$ cat config.mk
export PLATFORM = sky130hd
export DESIGN_NAME = fp16_alu_top
export DESIGN_NICKNAME = d
export VERILOG_FILES = /design/src/fp16_pkg.sv /design/src/fp16_alu_top.sv /design/src/fp16_alu_wrap.sv /design/src/fp16_fpu.sv /design/src/fp16_mul.sv /design/src/fp16_add.sv
export SDC_FILE = /design/constraint.sdc
export NUM_CORES = 1
export LEC_CHECK = 0
export ABC_AREA = 1
export BUFFER_PORTS_ARGS = -buffer_cell sky130_fd_sc_hd__buf_2
export CORE_UTILIZATION = 49
export DETAILED_ROUTE_END_ITERATION = 12
export PLACE_DENSITY_LB_ADDON = 0.2
export RECOVER_POWER = 100
export SYNTH_ARGS = -nofsm -noshare
export SYNTH_HDL_FRONTEND = slang
export SYNTH_HIERARCHICAL = 1
export SYNTH_SLANG_ARGS = --single-unit
$ cat constraint.sdc
create_clock -name clk_i -period 9.9 [get_ports clk_i]
set_input_delay 1.485 -clock clk_i [delete_from_list [all_inputs] [get_ports clk_i]]
set_output_delay 1.485 -clock clk_i [all_outputs]
set_load 0.03 [all_outputs]
$ cat src/fp16_pkg.sv
//--------------------
// FP16 unit package
// Field widths, bias and special encodings
// ALU and core operation codes, status bit layout
//--------------------

package fp16_pkg;

	// IEEE 754 binary16 layout
	localparam int EXP_W    = 5;
	localparam int FRAC_W   = 10;
	localparam int EXP_BIAS = 15;

	// All-ones exponent marks infinity or NaN
	localparam int EXP_MAX = 31;

	// Register stages between request and result
	localparam int PIPE_DEPTH = 2;

	// Raw half-precision value
	typedef logic [15:0] fp16_t;

	// Host side operation code
	typedef logic [1:0] alu_op_t;

	localparam alu_op_t ALU_ADD = 2'd0;
	localparam alu_op_t ALU_SUB = 2'd1;
	localparam alu_op_t ALU_MUL = 2'd2;

	// Core operations, subtraction arrives as add with b negated
	typedef enum logic {
		FPU_ADD = 1'b0,
		FPU_MUL = 1'b1
	} fpu_op_e;

	// Exception flags, NV in the top bit
	typedef logic [3:0] status_t;

	localparam int ST_NV = 3;
	localparam int ST_OF = 2;
	localparam int ST_UF = 1;
	localparam int ST_NX = 0;

	// Canonical quiet NaN
	localparam fp16_t QNAN = 16'h7E00;

endpackage
$ cat src/fp16_alu_top.sv
//--------------------
// FP16 ALU top level
// Wrapper in front of the pipelined core
//--------------------

module fp16_alu_top (
	input  logic              clk_i,
	input  logic              rst_i,
	input  fp16_pkg::fp16_t   alu_a_i,
	input  fp16_pkg::fp16_t   alu_b_i,
	input  fp16_pkg::alu_op_t alu_op_i,
	input  logic              valid_i,
	output logic              ready_o,
	output fp16_pkg::fp16_t   alu_res_o,
	output logic              out_valid_o,
	input  logic              out_ready_i,
	input  logic              flags_clr_i,
	output fp16_pkg::status_t flags_o,
	output logic              busy_o
);

	// Wrapper to core request
	fp16_pkg::fp16_t   fpu_a;
	fp16_pkg::fp16_t   fpu_b;
	fp16_pkg::fpu_op_e fpu_op;
	logic              fpu_in_valid;
	logic              fpu_in_ready;
	// Core to wrapper status
	fp16_pkg::status_t fpu_status;
	logic              fpu_res_fire;

	fp16_alu_wrap wrap_u (
		.clk_i         (clk_i),
		.rst_i         (rst_i),
		.alu_a_i       (alu_a_i),
		.alu_b_i       (alu_b_i),
		.alu_op_i      (alu_op_i),
		.valid_i       (valid_i),
		.ready_o       (ready_o),
		.operand_a_o   (fpu_a),
		.operand_b_o   (fpu_b),
		.op_o          (fpu_op),
		.in_valid_o    (fpu_in_valid),
		.fpu_in_ready_i(fpu_in_ready),
		.fpu_status_i  (fpu_status),
		.fpu_res_fire_i(fpu_res_fire),
		.flags_clr_i   (flags_clr_i),
		.flags_o       (flags_o)
	);

	fp16_fpu fpu_u (
		.clk_i      (clk_i),
		.rst_i      (rst_i),
		.operand_a_i(fpu_a),
		.operand_b_i(fpu_b),
		.op_i       (fpu_op),
		.in_valid_i (fpu_in_valid),
		.in_ready_o (fpu_in_ready),
		.result_o   (alu_res_o),
		.status_o   (fpu_status),
		.out_valid_o(out_valid_o),
		.out_ready_i(out_ready_i),
		.res_fire_o (fpu_res_fire),
		.busy_o     (busy_o)
	);

endmodule

$ cat src/fp16_alu_wrap.sv
//--------------------
// ALU request wrapper
// Opcode decode, subtract as negated add
// Sticky exception flags
//--------------------

module fp16_alu_wrap (
	input  logic              clk_i,
	input  logic              rst_i,
	input  fp16_pkg::fp16_t   alu_a_i,
	input  fp16_pkg::fp16_t   alu_b_i,
	input  fp16_pkg::alu_op_t alu_op_i,
	input  logic              valid_i,
	output logic              ready_o,
	output fp16_pkg::fp16_t   operand_a_o,
	output fp16_pkg::fp16_t   operand_b_o,
	output fp16_pkg::fpu_op_e op_o,
	output logic              in_valid_o,
	input  logic              fpu_in_ready_i,
	input  fp16_pkg::status_t fpu_status_i,
	input  logic              fpu_res_fire_i,
	input  logic              flags_clr_i,
	output fp16_pkg::status_t flags_o
);
	import fp16_pkg::*;

	status_t flags_q;

	// Handshake goes straight through
	assign ready_o     = fpu_in_ready_i;
	assign in_valid_o  = valid_i;
	assign operand_a_o = alu_a_i;

	// Operation decode
	always_comb begin
		operand_b_o = alu_b_i;
		case (alu_op_i)
			ALU_ADD: op_o = FPU_ADD;
			ALU_SUB: begin
				// Flip sign of b
				op_o        = FPU_ADD;
				operand_b_o = {~alu_b_i[15], alu_b_i[14:0]};
			end
			ALU_MUL: op_o = FPU_MUL;
			// Unused code 3 runs as multiply
			default: op_o = FPU_MUL;
		endcase
	end

	// Flags accrue on every result transfer
	always_ff @(posedge clk_i) begin
		if (rst_i) begin
			flags_q <= '0;
		end else if (flags_clr_i) begin
			// Keep only a result leaving in the clear cycle
			flags_q <= fpu_res_fire_i ? fpu_status_i : '0;
		end else if (fpu_res_fire_i) begin
			flags_q <= flags_q | fpu_status_i;
		end
	end

	assign flags_o = flags_q;

	// Set flags survive until the host clears them
	assert property (@(posedge clk_i) disable iff (rst_i)
		!flags_clr_i |=> (flags_o & $past(flags_o)) == $past(flags_o));

endmodule

$ cat src/fp16_fpu.sv
//--------------------
// FP16 pipelined core
// Operand stage, result stage, valid/ready stall logic
//--------------------

module fp16_fpu (
	input  logic              clk_i,
	input  logic              rst_i,
	input  fp16_pkg::fp16_t   operand_a_i,
	input  fp16_pkg::fp16_t   operand_b_i,
	input  fp16_pkg::fpu_op_e op_i,
	input  logic              in_valid_i,
	output logic              in_ready_o,
	output fp16_pkg::fp16_t   result_o,
	output fp16_pkg::status_t status_o,
	output logic              out_valid_o,
	input  logic              out_ready_i,
	output logic              res_fire_o,
	output logic              busy_o
);
	import fp16_pkg::*;

	// Stage valid bits, index 0 is operand stage
	logic [PIPE_DEPTH-1:0] vld_q;

	fp16_t   s1_a_q, s1_b_q;
	fpu_op_e s1_op_q;
	fp16_t   s2_res_q;
	status_t s2_st_q;

	fp16_t   add_res, mul_res, s1_res;
	status_t add_st, mul_st, s1_st;
	logic    in_fire, s1_adv, s2_free, out_fire;

	fp16_add add_u (
		.a_i     (s1_a_q),
		.b_i     (s1_b_q),
		.sum_o   (add_res),
		.status_o(add_st)
	);

	fp16_mul mul_u (
		.a_i     (s1_a_q),
		.b_i     (s1_b_q),
		.prod_o  (mul_res),
		.status_o(mul_st)
	);

	// Pick the datapath of the held operation
	assign s1_res = (s1_op_q == FPU_MUL) ? mul_res : add_res;
	assign s1_st  = (s1_op_q == FPU_MUL) ? mul_st : add_st;

	// Result stage frees up when empty or drained this cycle
	assign out_fire   = vld_q[PIPE_DEPTH-1] & out_ready_i;
	assign s2_free    = !vld_q[PIPE_DEPTH-1] | out_ready_i;
	assign s1_adv     = vld_q[0] & s2_free;
	// Accept while operand stage is empty or moving on
	assign in_ready_o = !vld_q[0] | s2_free;
	assign in_fire    = in_valid_i & in_ready_o;

	always_ff @(posedge clk_i) begin
		if (rst_i) begin
			vld_q <= '0;
		end else begin
			if (in_ready_o) begin
				vld_q[0] <= in_valid_i;
			end
			if (s2_free) begin
				vld_q[PIPE_DEPTH-1] <= vld_q[0];
			end
		end
	end

	// Payload registers
	always_ff @(posedge clk_i) begin
		if (in_fire) begin
			s1_a_q  <= operand_a_i;
			s1_b_q  <= operand_b_i;
			s1_op_q <= op_i;
		end
		if (s1_adv) begin
			s2_res_q <= s1_res;
			s2_st_q  <= s1_st;
		end
	end

	assign result_o    = s2_res_q;
	assign status_o    = s2_st_q;
	assign out_valid_o = vld_q[PIPE_DEPTH-1];
	assign res_fire_o  = out_fire;
	assign busy_o      = |vld_q;

	// A stalled result must not change under the host
	assert property (@(posedge clk_i) disable iff (rst_i)
		out_valid_o && !out_ready_i |=> $stable(result_o) && $stable(status_o));

	// A stalled result stays offered until the host takes it
	assert property (@(posedge clk_i) disable iff (rst_i)
		out_valid_o && !out_ready_i |=> out_valid_o);

endmodule

$ cat src/fp16_mul.sv
//--------------------
// FP16 multiplier datapath
// Significand product, one-place normalization
// Round-to-nearest-even and range flags
//--------------------

module fp16_mul (
	input  fp16_pkg::fp16_t   a_i,
	input  fp16_pkg::fp16_t   b_i,
	output fp16_pkg::fp16_t   prod_o,
	output fp16_pkg::status_t status_o
);
	import fp16_pkg::*;

	logic              sa, sb, sp;
	logic [EXP_W-1:0]  ea, eb;
	logic [FRAC_W-1:0] fa, fb;
	logic              a_zero, b_zero, a_inf, b_inf, a_nan, b_nan, any_snan;
	logic [21:0]       prod;
	logic signed [7:0] exp_s, exp_n, exp_r;
	logic [10:0]       sig;
	logic              guard, sticky, rnd_up;
	logic [11:0]       sig_r;
	logic [FRAC_W-1:0] frac_r;

	// Unpack fields
	assign sa = a_i[15];
	assign sb = b_i[15];
	assign ea = a_i[FRAC_W +: EXP_W];
	assign eb = b_i[FRAC_W +: EXP_W];
	assign fa = a_i[FRAC_W-1:0];
	assign fb = b_i[FRAC_W-1:0];

	// Result sign
	assign sp = sa ^ sb;

	// Operand classes, subnormals read as zero
	assign a_zero = (ea == '0);
	assign b_zero = (eb == '0);
	assign a_inf  = (ea == EXP_MAX) && (fa == '0);
	assign b_inf  = (eb == EXP_MAX) && (fb == '0);
	assign a_nan  = (ea == EXP_MAX) && (fa != '0);
	assign b_nan  = (eb == EXP_MAX) && (fb != '0);
	assign any_snan = (a_nan && !fa[FRAC_W-1]) || (b_nan && !fb[FRAC_W-1]);

	// 11x11 significand product lies in [2^20, 2^22)
	assign prod = {1'b1, fa} * {1'b1, fb};

	// Biased exponent sum
	assign exp_s = $signed({3'b000, ea}) + $signed({3'b000, eb}) - 8'(EXP_BIAS);

	// Normalize by at most one place
	always_comb begin
		if (prod[21]) begin
			sig    = prod[21:11];
			guard  = prod[10];
			sticky = |prod[9:0];
			exp_n  = exp_s + 8'sd1;
		end else begin
			sig    = prod[20:10];
			guard  = prod[9];
			sticky = |prod[8:0];
			exp_n  = exp_s;
		end
	end

	// Ties go to the even significand
	assign rnd_up = guard & (sticky | sig[0]);
	assign sig_r  = {1'b0, sig} + {11'b0, rnd_up};
	assign exp_r  = sig_r[11] ? exp_n + 8'sd1 : exp_n;
	assign frac_r = sig_r[11] ? sig_r[10:1] : sig_r[9:0];

	// Result selection
	always_comb begin
		prod_o   = '0;
		status_o = '0;
		if (a_nan || b_nan) begin
			prod_o = QNAN;
			status_o[ST_NV] = any_snan;
		end else if ((a_inf && b_zero) || (b_inf && a_zero)) begin
			// Zero times infinity is invalid
			prod_o = QNAN;
			status_o[ST_NV] = 1'b1;
		end else if (a_inf || b_inf) begin
			prod_o = {sp, 5'(EXP_MAX), {FRAC_W{1'b0}}};
		end else if (a_zero || b_zero) begin
			prod_o = {sp, 15'b0};
		end else if (exp_n <= 0) begin
			// Below normal range, flush to signed zero
			prod_o = {sp, 15'b0};
			status_o[ST_UF] = 1'b1;
			status_o[ST_NX] = 1'b1;
		end else if (exp_r >= EXP_MAX) begin
			prod_o = {sp, 5'(EXP_MAX), {FRAC_W{1'b0}}};
			status_o[ST_OF] = 1'b1;
			status_o[ST_NX] = 1'b1;
		end else begin
			prod_o = {sp, exp_r[EXP_W-1:0], frac_r};
			status_o[ST_NX] = guard | sticky;
		end
	end

endmodule

$ cat src/fp16_add.sv
//--------------------
// FP16 adder datapath
// Alignment with guard, round and sticky bits
// Normalization and round-to-nearest-even
//--------------------

module fp16_add (
	input  fp16_pkg::fp16_t   a_i,
	input  fp16_pkg::fp16_t   b_i,
	output fp16_pkg::fp16_t   sum_o,
	output fp16_pkg::status_t status_o
);
	import fp16_pkg::*;

	logic              sa, sb;
	logic [EXP_W-1:0]  ea, eb;
	logic [FRAC_W-1:0] fa, fb;
	logic              a_zero, b_zero, a_inf, b_inf, a_nan, b_nan, any_snan;
	logic [14:0]       mag_a, mag_b;
	logic              a_ge;
	logic              s_l, s_s, eff_sub;
	logic [EXP_W-1:0]  e_l, e_s, d;
	logic [FRAC_W-1:0] f_l, f_s;
	logic [10:0]       m_l, m_s;
	logic [26:0]       sh;
	logic [13:0]       large_al, small_al;
	logic [14:0]       raw;
	logic [3:0]        lz;
	logic [13:0]       norm;
	logic signed [7:0] exp_n, exp_r;
	logic              rnd_up, inexact;
	logic [11:0]       sig_r;
	logic [FRAC_W-1:0] frac_r;

	// Unpack fields
	assign sa = a_i[15];
	assign sb = b_i[15];
	assign ea = a_i[FRAC_W +: EXP_W];
	assign eb = b_i[FRAC_W +: EXP_W];
	assign fa = a_i[FRAC_W-1:0];
	assign fb = b_i[FRAC_W-1:0];

	// Subnormals count as zero
	assign a_zero = (ea == '0);
	assign b_zero = (eb == '0);
	assign a_inf  = (ea == EXP_MAX) && (fa == '0);
	assign b_inf  = (eb == EXP_MAX) && (fb == '0);
	assign a_nan  = (ea == EXP_MAX) && (fa != '0);
	assign b_nan  = (eb == EXP_MAX) && (fb != '0);
	// Signaling NaN has the quiet bit clear
	assign any_snan = (a_nan && !fa[FRAC_W-1]) || (b_nan && !fb[FRAC_W-1]);

	// Magnitudes with flushed inputs forced to zero
	assign mag_a = a_zero ? '0 : a_i[14:0];
	assign mag_b = b_zero ? '0 : b_i[14:0];
	assign a_ge  = (mag_a >= mag_b);

	// Order operands by magnitude
	assign s_l = a_ge ? sa : sb;
	assign s_s = a_ge ? sb : sa;
	assign e_l = a_ge ? mag_a[14:10] : mag_b[14:10];
	assign e_s = a_ge ? mag_b[14:10] : mag_a[14:10];
	assign f_l = a_ge ? mag_a[9:0] : mag_b[9:0];
	assign f_s = a_ge ? mag_b[9:0] : mag_a[9:0];

	// Hidden bit only for nonzero exponent
	assign m_l = {e_l != '0, f_l};
	assign m_s = {e_s != '0, f_s};

	// Align smaller significand, lost bits collapse into sticky
	assign d  = e_l - e_s;
	assign sh = {m_s, 16'b0} >> d;
	assign small_al = (d >= 5'd14) ? {13'b0, |m_s} : {sh[26:14], |sh[13:0]};
	assign large_al = {m_l, 3'b000};

	// Magnitude add or subtract, larger minus smaller never goes negative
	assign eff_sub = s_l ^ s_s;
	assign raw = eff_sub ? {1'b0, large_al} - {1'b0, small_al}
		: {1'b0, large_al} + {1'b0, small_al};

	// Distance of leading one from the hidden bit position
	always_comb begin
		lz = '0;
		for (int i = 0; i < 14; i++) begin
			if (raw[i]) begin
				lz = 4'(13 - i);
			end
		end
	end

	// Normalize
	always_comb begin
		if (raw[14]) begin
			// Carry out, shift right and keep sticky
			norm  = {raw[14:2], raw[1] | raw[0]};
			exp_n = $signed({3'b000, e_l}) + 8'sd1;
		end else begin
			norm  = raw[13:0] << lz;
			exp_n = $signed({3'b000, e_l}) - $signed({4'b0000, lz});
		end
	end

	// Round to nearest, ties to even
	assign rnd_up  = norm[2] & (norm[1] | norm[0] | norm[3]);
	assign inexact = |norm[2:0];
	assign sig_r   = {1'b0, norm[13:3]} + {11'b0, rnd_up};
	// Rounding carry bumps the exponent
	assign exp_r   = sig_r[11] ? exp_n + 8'sd1 : exp_n;
	assign frac_r  = sig_r[11] ? sig_r[10:1] : sig_r[9:0];

	// Special cases first, then range checks
	always_comb begin
		sum_o    = '0;
		status_o = '0;
		if (a_nan || b_nan) begin
			sum_o = QNAN;
			status_o[ST_NV] = any_snan;
		end else if (a_inf && b_inf && (sa != sb)) begin
			sum_o = QNAN;
			status_o[ST_NV] = 1'b1;
		end else if (a_inf || b_inf) begin
			sum_o = a_inf ? a_i : b_i;
		end else if (raw == '0) begin
			// Exact zero is positive unless both inputs were negative
			sum_o = {s_l & s_s, 15'b0};
		end else if (exp_n <= 0) begin
			sum_o = {s_l, 15'b0};
			status_o[ST_UF] = 1'b1;
			status_o[ST_NX] = 1'b1;
		end else if (exp_r >= EXP_MAX) begin
			sum_o = {s_l, 5'(EXP_MAX), {FRAC_W{1'b0}}};
			status_o[ST_OF] = 1'b1;
			status_o[ST_NX] = 1'b1;
		end else begin
			sum_o = {s_l, exp_r[EXP_W-1:0], frac_r};
			status_o[ST_NX] = inexact;
		end
	end

endmodule

# After elaboration in Yosys (flattened, before gate mapping)
# Cells that the tools add are included.
# classes
n_mul	1
eq_ne	4
n_reduce_logical	37
addsub	12
order_cmp	6
muxes	76
n_bitwise	17
shifts	2
# ops
cell	count
two-way mux 16 bit	9
two-way mux 15 bit	9
two-way mux 4 bit	18
two-way mux 10 bit	4
two-way mux 8 bit	4
two-way mux 14 bit	2
>> shifter 27 x 5 -> 27 bit	1
adder 11 x 1 -> 12 bit	2
two-way mux 3 bit	8
multiplier 11 x 11 -> 22 bit	1
logical NOT 10 bit	2
nonzero test 10 bit	2
two-way mux 1 bit	19
adder 8 x 2 -> 8 bit (second input constant)	2
>= comparator 8 x 6 -> 1 bit (second input constant)	2
less-or-equal comparator 8 x 1 -> 1 bit (second input constant)	2
adder 14 x 14 -> 15 bit	1
>= comparator 15 bit	1
logical NOT 15 bit	1
subtractor 14 x 14 -> 15 bit	1
OR reduction 14 bit	1
<< shifter 14 x 4 -> 14 bit	1
two-way mux 11 bit	1
OR reduction 11 bit	1
other kinds (27)	60
# word_totals
regBits	59

# Logic depth before layout (Yosys ltp)
# Gate-level depths: netlist of the first run.
# depth
ltp_word	39
depth_mapped	73

# Cells and area by module
# The synthesis of the first run kept the hierarchy.
# by_module_without_submodules
mod	cells_each	seq_area_each_um2	instances	area_per_inst_um2
fp16_mul	998	0.0	1	6288.5
fp16_add	993	0.0	1	5492.8
fp16_fpu	132	1631.6	1	1958.1
fp16_alu_wrap	57	80.1	1	409.1

# Worst setup path before layout of the first run
# Ideal clock, no wire load.
# synth_path
path_type	reg2reg
startpoint	register fpu_u.s1_a_q[11]
endpoint	register fpu_u.s2_res_q[6], in the netlist fpu_u/result_o[6], data pin
required_ns	9.748
arrival_ns	8.551
stages_incl_launch_ff	66
path_buffers	2
slack_ns	1.197
period_less_slack_ns	8.703
path_cell_list	edfxtp_1 -> nor2_1 -> nand3_4 -> nand2_1 -> inv_1 -> ha_1 -> nand2_1 -> inv_1 -> o21ai_0 -> a21oi_1 -> nor2_1 -> nand2_1 -> inv_2 -> nand2_8 -> nand2_1 -> o21a_4 -> nand2_2 -> ha_1 -> [30 not listed] -> a221oi_1 -> inv_1 -> nand2_1 -> nand2_1 -> nor3_1 -> inv_1 -> o41ai_1 -> nor3_1 -> nor2_1 -> inv_1 -> nor2_1 -> inv_1 -> nor2_1 -> nand2_1 -> or2_2 -> nor3_2 -> inv_1 -> o21ai_0
# synth_between
elab_chain_cells	39
elab_cells_between_ends	84
classes_between	add/sub: 11; order compare: 6; eq/ne: 1; shift: 2; mux: 43; bitwise: 5; reduce/logical: 16
# synth_lines
element	line_no	text
from (decl)	fp16_fpu.sv:26	fp16_t s1_a_q, s1_b_q;
from (signal assigned)	fp16_fpu.sv:77	s1_a_q <= operand_a_i;
logical NOT 5 bit	fp16_add.sv:44	assign a_zero = (ea == '0);
two-way mux 15 bit	fp16_add.sv:54	assign mag_a = a_zero ? '0 : a_i[14:0];
>= comparator 15 bit	fp16_add.sv:56	assign a_ge = (mag_a >= mag_b);
two-way mux 5 bit, on equally long branches	fp16_add.sv:61, fp16_add.sv:62	
subtractor 5 bit or nonzero test 5 bit (tied branches)	fp16_add.sv:71, fp16_add.sv:68	
>> shifter 27 x 5 -> 27 bit	fp16_add.sv:72	assign sh = {m_s, 16'b0} >> d;
OR reduction 14 bit	fp16_add.sv:73	assign small_al = (d >= 5'd14) ? {13'b0, |m_s} : {sh[26:14], |sh[13:0]};
two-way mux 14 bit	fp16_add.sv:73	
[25 not listed]	n/a	
two-way mux 15 bit	fp16_add.sv:126	end else if (exp_n <= 0) begin
two-way mux 16 bit	fp16_add.sv:123	end else if (raw == '0) begin
two-way mux 16 bit	fp16_add.sv:121	end else if (a_inf || b_inf) begin
two-way mux 16 bit	fp16_add.sv:118	end else if (a_inf && b_inf && (sa != sb)) begin
two-way mux 16 bit (*)	fp16_add.sv:115	if (a_nan || b_nan) begin
via fpu_u.add_res[6]	fp16_fpu.sv:31	fp16_t add_res, mul_res, s1_res;
two-way mux 16 bit (*)	fp16_fpu.sv:50	assign s1_res = (s1_op_q == FPU_MUL) ? mul_res : add_res;
via fpu_u.s1_res[6]	fp16_fpu.sv:31	
to (signal assigned)	fp16_fpu.sv:82	s2_res_q <= s1_res;
to (decl)	fp16_fpu.sv:28	fp16_t s2_res_q;
# The timed path passes the listed nets; every way through them passes the cells marked *.
# A chain may end at the register's enable or synchronous reset.

# Worst setup path after layout of the first run
# layout_path
startpoint	register fpu_u.s1_b_q[13]
endpoint	register fpu_u.s2_res_q[14], in the netlist fpu_u/result_o[14], data pin
# layout_between
elab_chain_cells	39
elab_cells_between_ends	82
classes_between	add/sub: 11; order compare: 6; eq/ne: 1; shift: 2; mux: 41; bitwise: 5; reduce/logical: 16
# layout_lines
element	line_no	text
from (decl)	fp16_fpu.sv:26	
from (signal assigned)	fp16_fpu.sv:78	s1_b_q <= operand_b_i;
logical NOT 5 bit	fp16_add.sv:45	assign b_zero = (eb == '0);
two-way mux 15 bit	fp16_add.sv:55	assign mag_b = b_zero ? '0 : b_i[14:0];
>= comparator 15 bit	fp16_add.sv:56	
two-way mux 5 bit, on equally long branches	fp16_add.sv:61, fp16_add.sv:62	
subtractor 5 bit or nonzero test 5 bit (tied branches)	fp16_add.sv:71, fp16_add.sv:68	
>> shifter 27 x 5 -> 27 bit	fp16_add.sv:72	
OR reduction 14 bit	fp16_add.sv:73	
two-way mux 14 bit	fp16_add.sv:73	
[25 not listed]	n/a	
two-way mux 15 bit	fp16_add.sv:126	
two-way mux 16 bit	fp16_add.sv:123	
two-way mux 16 bit	fp16_add.sv:121	
two-way mux 16 bit	fp16_add.sv:118	
two-way mux 16 bit (*)	fp16_add.sv:115	
via fpu_u.add_res[14]	fp16_fpu.sv:31	
two-way mux 16 bit (*)	fp16_fpu.sv:50	
via fpu_u.s1_res[14]	fp16_fpu.sv:31	
# Marked as above.

==> results.md, run 1 <==
- Syn avg cell area: 6.49 um2
- Antenna diodes: 0
- Max_cap viols: 2
- Detailed placement HPWL: 32100 um
- Crit path max-delay family: simple AND/OR/NAND/NOR gates
- Die area: between 0.02 and 0.03 mm2
- Via density per instance: 5.27
- Non-Filler Instances: 2571
- DR pass1 iterations: 6
- H-Tree Depth: 3
- R2R Path End: fpu_u/result_o[14]
- Yosys reg bits: 59
- Rows: 61
- Critical Path End Type: flip-flop
- CP Capture Point: fpu_u/result_o[14]
- Pwr Total: 5.14 mW
- Root buf cell: clkbuf_16
- Syn Nets: 2422
- Mapped cell area: between 0.01 and 0.015 mm2
- CP max-delay cell: edfxtp_1
- Leak: between 8 and 9 nW
- Area Growth Syn to Fin: 5.04%
- Clk_lat worst skew: around 0.35 ns
- Critical Path Max Stage Delay: 0.52 ns
- Register Area: 0.00171 mm2
- Vias in the first global route: 13000
- Worst slew pin tran: 2.11 ns
- Worst-path clk slew: ~0.06 ns
- DRC: 0
- TritonCTS Buffers: 9
- RePlAce Congestion: about 0.95
- EDFF count, synth: 53
- Fin crit share: 91.1%
- Largest net degree at the start of global routing: just over 40
- Reg2reg start: fpu_u/s1_b_q[13]
- Final ANT Viol Nets: 0
- Commonest non-fill, non-tap cell in the layout: nand2_1
- Cells after synthesis: roughly 2200
- Die H: 172 um
- Final min period: roughly 9.0 ns
- Starting DRT DRC Count: 994
- Crit path buffers/inverters: 7
- Port Buffer Count: 61
- Fmax: 0.111 GHz
- Rel. slew slack: -40.9%
- Setup crit start kind: flip-flop
- CP arrival: 9.06 ns
- Initial antenna violation count: 0
- Clock Sink Count: between 50 and 60
- Pwr/cell area: 346 mW/mm2
- Fill count: slightly below 3000
- Die W: 172 um
- Maximum vdd drop: 0.223 mV
- Kind of critical path: reg -> reg
- Status: finished with violations
- Reg2Reg Setup Slack: 0.88 ns
- Synth area leader: nand2_1
- Sequential area share after synthesis: 12.1%
- CTS tree: yes
- WL per Instance: 15.3 um
- Crit-path most repeated cell: nand2_1
- First-pass GRT wire length: between 60000 and 70000 um
- Final Max Slew Viols: 55
- Core Area: 0.0281 mm2
- Async S/R FF share, synth: 0%
- Crit path from: fpu_u/s1_b_q[13]
- Failing checks: capacitance limit, slew limit
- Initial Util: 50.4%
- Synth top area cells: nand2_1 (17%), fa_1 (12%), edfxtp_1 (11%), inv_1 (11%), ha_1 (11%)
- Required time worst endpoint: 9.94 ns
- Clk_skew: ~0.0079 ns
- Hold WC Path Type: reg -> reg
- Top FF cell, synth: edfxtp_1
- Boundary Pins: 62
- Hold WS: 0.459 ns
- Cell total after placement: 2550
- Synth top area share: 17.0%
- Total Wirelength: ~39000 um
- Via Count: 13500
- Final net count: about 2400
- Distinct cells, synth: 68
- Hold Vio Cnt, Final: 0
- Global Route Usage Sum: 27.5%
- Worst path depth: 63
- Share of cells above drive strength 1: 11.5%
- CTS max path bufs: 2
- Yosys Warn Count: 6
- Most frequent cells in the layout: nand2_1 (639), inv_1 (404), nand3_1 (205), nor2_1 (122), ha_1 (118)
- # setup viols final: 0
- Multi-input gate area: approximately 0.01 mm2
- Gr ovfl total: 0
- Worst Reg-to-Reg Cells: 63
- Max FO, Critical Path: 17
[routing by layer]
layer,vias to the layer above,share of wire (%),GRT usage [%]
met4,0,2.7,9.08
met5,-,0,0
met2,383,48,48.4
met3,67,4.2,1.79
li1,6803,-,-
met1,6284,45,35.7
[state kept, by name, indices dropped and copies added (netlist names)]
name and count:
fpu_u/status_o 4, fpu_u/s1_a_q 16, fpu_u/s1_op_q 1, fpu_u/s1_b_q 16, fpu_u/vld_q 2, fpu_u/result_o 16, wrap_u/flags_o 4
[layout make-up]
| cell class | instances | area share (%) |
|---|---|---|
| clock buffer | 9 | 1.52 |
| clock inverter | 7 | 0.674 |
| inverter | 423 | 10.8 |
| multi-input combinational | 1602 | 69.0 |
| sequential | 59 | 11.5 |
| tap | 378 | 3.18 |
| timing repair buffer | 93 | 3.37 |
[cells in the mapped netlist, types with 6 or more instances]
library cell	number
nand2_1	639
inv_1	406
nand3_1	205
nor2_1	125
ha_1	120
fa_1	83
a21oi_1	61
o21ai_0	58
nand2_2	54
edfxtp_1	53
buf_4	39
clkbuf_1	32
xor2_1	30
nand4_1	24
nor3_1	21
nand3_2	18
o21ai_1	18
inv_2	14
nand2_4	14
nor2_2	13
buf_2	12
nand3b_1	12
xnor2_1	12
buf_6	9
nor4_1	9
nor3_2	7
or2_2	7
dfxtp_1	6
nand3_4	6
[repair_timing]
item | 4_1_cts | 5_1_grt
buffers inserted | 0 | 5
gates resized for setup | 0 | 17
hold buffers | 0 | 0
endpoints found under the setup margin | 0 | 17
[power breakdown]
part / internal, mW / leakage, nW / switching [mW]
sequential: 0.327 / 0.564 / 0.0251
clock: 0.222 / 0.160 / 0.131
combinational: 1.46 / 7.44 / 2.97
total: 2.01 / 8.17 / 3.13
[how the worst min path moves through the flow]
stage	to	start	cells after the start	slack (ns)
floorplan	fpu_u/vld_q[1]	fpu_u/vld_q[0]	2	0.45
global placement	wrap_u/flags_o[2]	wrap_u/flags_o[2]	2	0.45
detailed placement	wrap_u/flags_o[3]	wrap_u/flags_o[3]	2	0.45
CTS	wrap_u/flags_o[3]	wrap_u/flags_o[3]	2	0.46
global route	wrap_u/flags_o[2]	wrap_u/flags_o[2]	2	0.49
finish	wrap_u/flags_o[2]	wrap_u/flags_o[2]	2	0.46
[worst min-delay path, cell delays in order (launching register included)]
cell and delay [ns]:
dfxtp_1 0.30, nand2_1 0.06, a21oi_1 0.05
[per-stage QoR]
stage                     area, um2  setup slack, ns  setup TNS, ns  util [%]
after floorplan               14100             1.20              0         -
final                         14900            0.884              0      52.9
after detailed placement      14500            0.582              0      51.6
after CTS                     14800            0.530              0      52.8
after global placement        14500            0.786              0      51.6
after global routing          14900          -0.0230        -0.0234      52.9
[kinds of logic (layout without fill, tap and decap cells)]
logic type,count (synthesis),after routing,synth area share (%)
buf+inv,519,532,15.8
flops,59,59,12.1
simple gates,1169,1169,38.5
fa+ha+maj,203,203,22.4
compound gates,183,183,7.94
xor+xnor,47,47,3.33
Note: power is estimated with default switching activity, not from simulation.
==> run 2, diff against run 1 <==
--- a/config.mk
+++ b/config.mk
@@ -5,8 +5,8 @@
 export SDC_FILE = /design/constraint.sdc
 export NUM_CORES = 1
 export LEC_CHECK = 0
-export ABC_AREA = 1
 export BUFFER_PORTS_ARGS = -buffer_cell sky130_fd_sc_hd__buf_2
+export CAP_MARGIN = 20
 export CORE_UTILIZATION = 49
 export DETAILED_ROUTE_END_ITERATION = 12
 export PLACE_DENSITY_LB_ADDON = 0.2
==> results.md, run 2 <==
- Syn Nets: 2011 (-17%)
- Pwr Total: 5.49 mW (+6.9%)
- Fmax: 0.0998 GHz (-10%)
- Via density per instance: 6.06 (+15%)
- Synth top area cells: fa_1 (12%), edfxtp_1 (11%), ha_1 (11%), inv_1 (5.1%), nand2_1 (5.1%)
- Crit path buffers/inverters: 3 (-4)
- CTS max path bufs: 2 (unchanged)
- Comb pwr share: 88.7% (+2.4 points)
- Hold-fix buffers at CTS: 0 (unchanged)
- Area Growth Syn to Fin: 16.4%
- Crit path max-delay family: compound AO/OA/AOI/OAI gates
- Die area: 0.0292 mm2 (-1.1%)
- TritonCTS Buffers: 9 (unchanged)
- Setup crit start kind: flip-flop
- Max_cap viols: 1 (-1)
- Final net count: 2143 (-12%)
- Int Power: 2.46 mW (+23%)
- Part of the power in registers: 6.4% (-0.5 points)
- Post-Route Utilization: 58.3% (+5.4 points)
- Yosys Warn Count: 6 (unchanged)
- Mapped cell area: 0.0140 mm2 (-1.1%)
- Placed Instance Area: 0.0155 mm2 (+6.7%)
- Clock Sink Count: 59 (unchanged)
- Distinct cells, synth: 117 (+72%)
- Rel. slew slack: -52.3% (-11 points)
- WL per Instance: 18.7 um (+22%)
- Maximum vdd drop: 0.283 mV (+27%)
- Yosys reg bits: 59 (unchanged)
- Hold Vio Cnt, Final: 0 (unchanged)
- Worst-path clk slew: 0.06 ns (about the same)
- EDFF count, synth: 53 (unchanged)
- Syn avg cell area: 7.91 um2 (+22%)
- Net Switching: 3.03 mW (-3.2%)
- Status: finished with violations
- CP max-delay cell: or4_4
- Clk_skew: 0.00766 ns (-0.000261 ns)
- DRC: 0 (unchanged)
- Final min period: 10.02 ns (+1.00 ns)
- Required time worst endpoint: 9.97 ns (+0.03 ns)
- Pwr/cell area: 337 mW/mm2 (-2.5%)
- Largest net degree at the start of global routing: 44 (+7.3%)
- Final ANT Viol Nets: 0 (unchanged)
- Boundary Pins: 62 (unchanged)
- CP arrival: 10.09 ns (+1.03 ns)
- Cells after synthesis: 1769 (-19%)
- Hold WC Path Type: reg -> reg
- RePlAce Congestion: 0.985 (+3.9%)
- Detailed placement HPWL: 33900 um (+5.6%)
- H-Tree Depth: 3 (unchanged)
- Worst setup margin: -0.119 ns (-1.00 ns)
- Starting DRT DRC Count: 1276 (+28%)
- Global Route Usage Sum: 28.7% (+1.2 points)
- Clock power share: 5.0% (-1.9 points)
- Core Area: 0.0279 mm2 (-0.54%)
- Root buf cell: clkbuf_16
- Post-route cell area: 0.0163 mm2 (+9.7%)
- Worst path depth: 51 (-19%)
- Initial antenna violation count: 0 (unchanged)
- List of most frequent post-synthesis cells: inv_1 (191), nand2_1 (191), nor2_1 (124), ha_1 (120), a21oi_1 (95)
- Sequential area share after synthesis: 12.2% (+0.13 points)
- Most frequent cells in the layout: inv_1 (188), nand2_1 (184), buf_4 (169), nor2_1 (119), ha_1 (113)
- Die H: 171 um (-0.54%)
- Switching Fraction: 55.2% (-5.8 points)
- Synth area leader: fa_1
- CTS tree: yes
- Rows: 61 (unchanged)
- WHS Path Cells: 2 (unchanged)
- DR pass1 iterations: 6 (unchanged)
- Critical Path Max Stage Delay: 0.58 ns (+0.06 ns)
- Die W: 171 um (-0.54%)
- Worst slew pin tran: 2.28 ns (+0.171 ns)
- First-pass GRT wire length: 66300 um (+2.5%)
- Failing checks: capacitance limit, slew limit, setup timing
- RSZ-0062 raised after global routing: true
- Vias in the first global route: 12600 (-3.2%)
- Gr ovfl total: 0 (unchanged)
- Fill count: 2639 (-9.5%)
- Synth top area share: 11.9% (-5.1 points)
- Via Count: 13800 (+2.2%)
- Port Buffer Count: 61 (unchanged)
- Async S/R FF share, synth: 0% (unchanged)
- Crit-path most repeated cell: a21o_1
- Share of cells above drive strength 1: 21.2% (+9.6 points)
- Top FF cell, synth: edfxtp_1
- Total Wirelength: 42700 um (+8.6%)
- Leak: 7.32 nW (-10%)
- Worst Reg-to-Reg Cells: 51 (-19%)
- Antenna diodes: 0 (unchanged)
- Clk_lat worst skew: 0.33 ns (-0.02 ns)
- Fin crit share: 101% (+10 points)
- Kind of critical path: reg -> reg
- Initial Util: 50.1% (-0.27 points)
- Max FO, Critical Path: 6 (-11)
- # setup viols final: 12 (+12)
- Final Max Slew Viols: 34 (-38%)
- Commonest non-fill, non-tap cell in the layout: inv_1
- Critical Path End Type: flip-flop
run 2: power groups by stage:
stage	clock network, mW	registers [mW]	logic [mW]
global route	0.286	0.352	5.32
detailed placement	0	0.353	4.60
CTS	0.276	0.348	4.63
global placement	0	0.353	4.53
floorplan	0	0.399	3.36
finish	0.272	0.349	4.87
run 2: final timing paths:
kind	to	slack (ns)	start
worst max register to register	fpu_u/result_o[6]	-0.12	fpu_u/s1_b_q[14]
worst min-delay path	wrap_u/flags_o[1]	0.47	wrap_u/flags_o[1]
worst min register to register	wrap_u/flags_o[1]	0.47	wrap_u/flags_o[1]
worst max-delay path	fpu_u/result_o[6]	-0.12	fpu_u/s1_b_q[14]
run 2: what timing repair did:
item	in CTS	in global routing
gates resized for setup	6	80
endpoints found under the setup margin	15	18
cloned	2	0
pin swaps	10	53
buffers inserted	3	31
run 2: through the flow:
step           setup WS (ns)  instances  setup TNS (ns)  hold WS, ns
3_5_place_dp          -0.241       2234           -2.34        0.460
2_1_floorplan         -0.393       1769           -3.75        0.436
6_report              -0.119       2283           -1.02        0.470
4_1_cts              0.00599       2254               0        0.469
5_1_grt               -0.531       2283           -6.84        0.504
3_3_place_gp           0.105       2234               0        0.457
run 2: layout make-up:
type                    count  area [um2]  area share [%]
well taps                 378         473            2.90
inverters                 194         731            4.48
repair buffers            233        1570            9.63
multi-input cells        1404       11600            70.9
clock buffers              10         229            1.40
flip-flops and latches     59        1710            10.5
clock inverters             5        21.3           0.131
run 2: worst min-delay path, cell delays in order, from the launching register on:
cell      delay (ns)
dfxtp_1         0.30
nand2b_1        0.06
a21oi_1         0.06
run 2: layer usage:
metal  routed length [um]  global-route usage (%)  vias up
met1                19300                    41.4     6603
met4                  881                    5.90        0
met5                    0                       0        -
li1                     -                       -     6545
met3                 3230                    3.82       79
met2                19300                    45.5      604
run 2: cell families (layout without fill, tap and decap cells):
kind of cell / count (synthesis) / in the layout / synth area share (%)
AO/OA/AOI/OAI: 441 / 441 / 22.7
XOR/XNOR: 62 / 62 / 3.93
adder cells (fa/ha/maj): 203 / 203 / 22.6
buffers and inverters: 308 / 442 / 9.52
flip-flops: 59 / 59 / 12.2
multiplexers: 72 / 72 / 6.44
AND/OR/NAND/NOR: 624 / 626 / 22.5
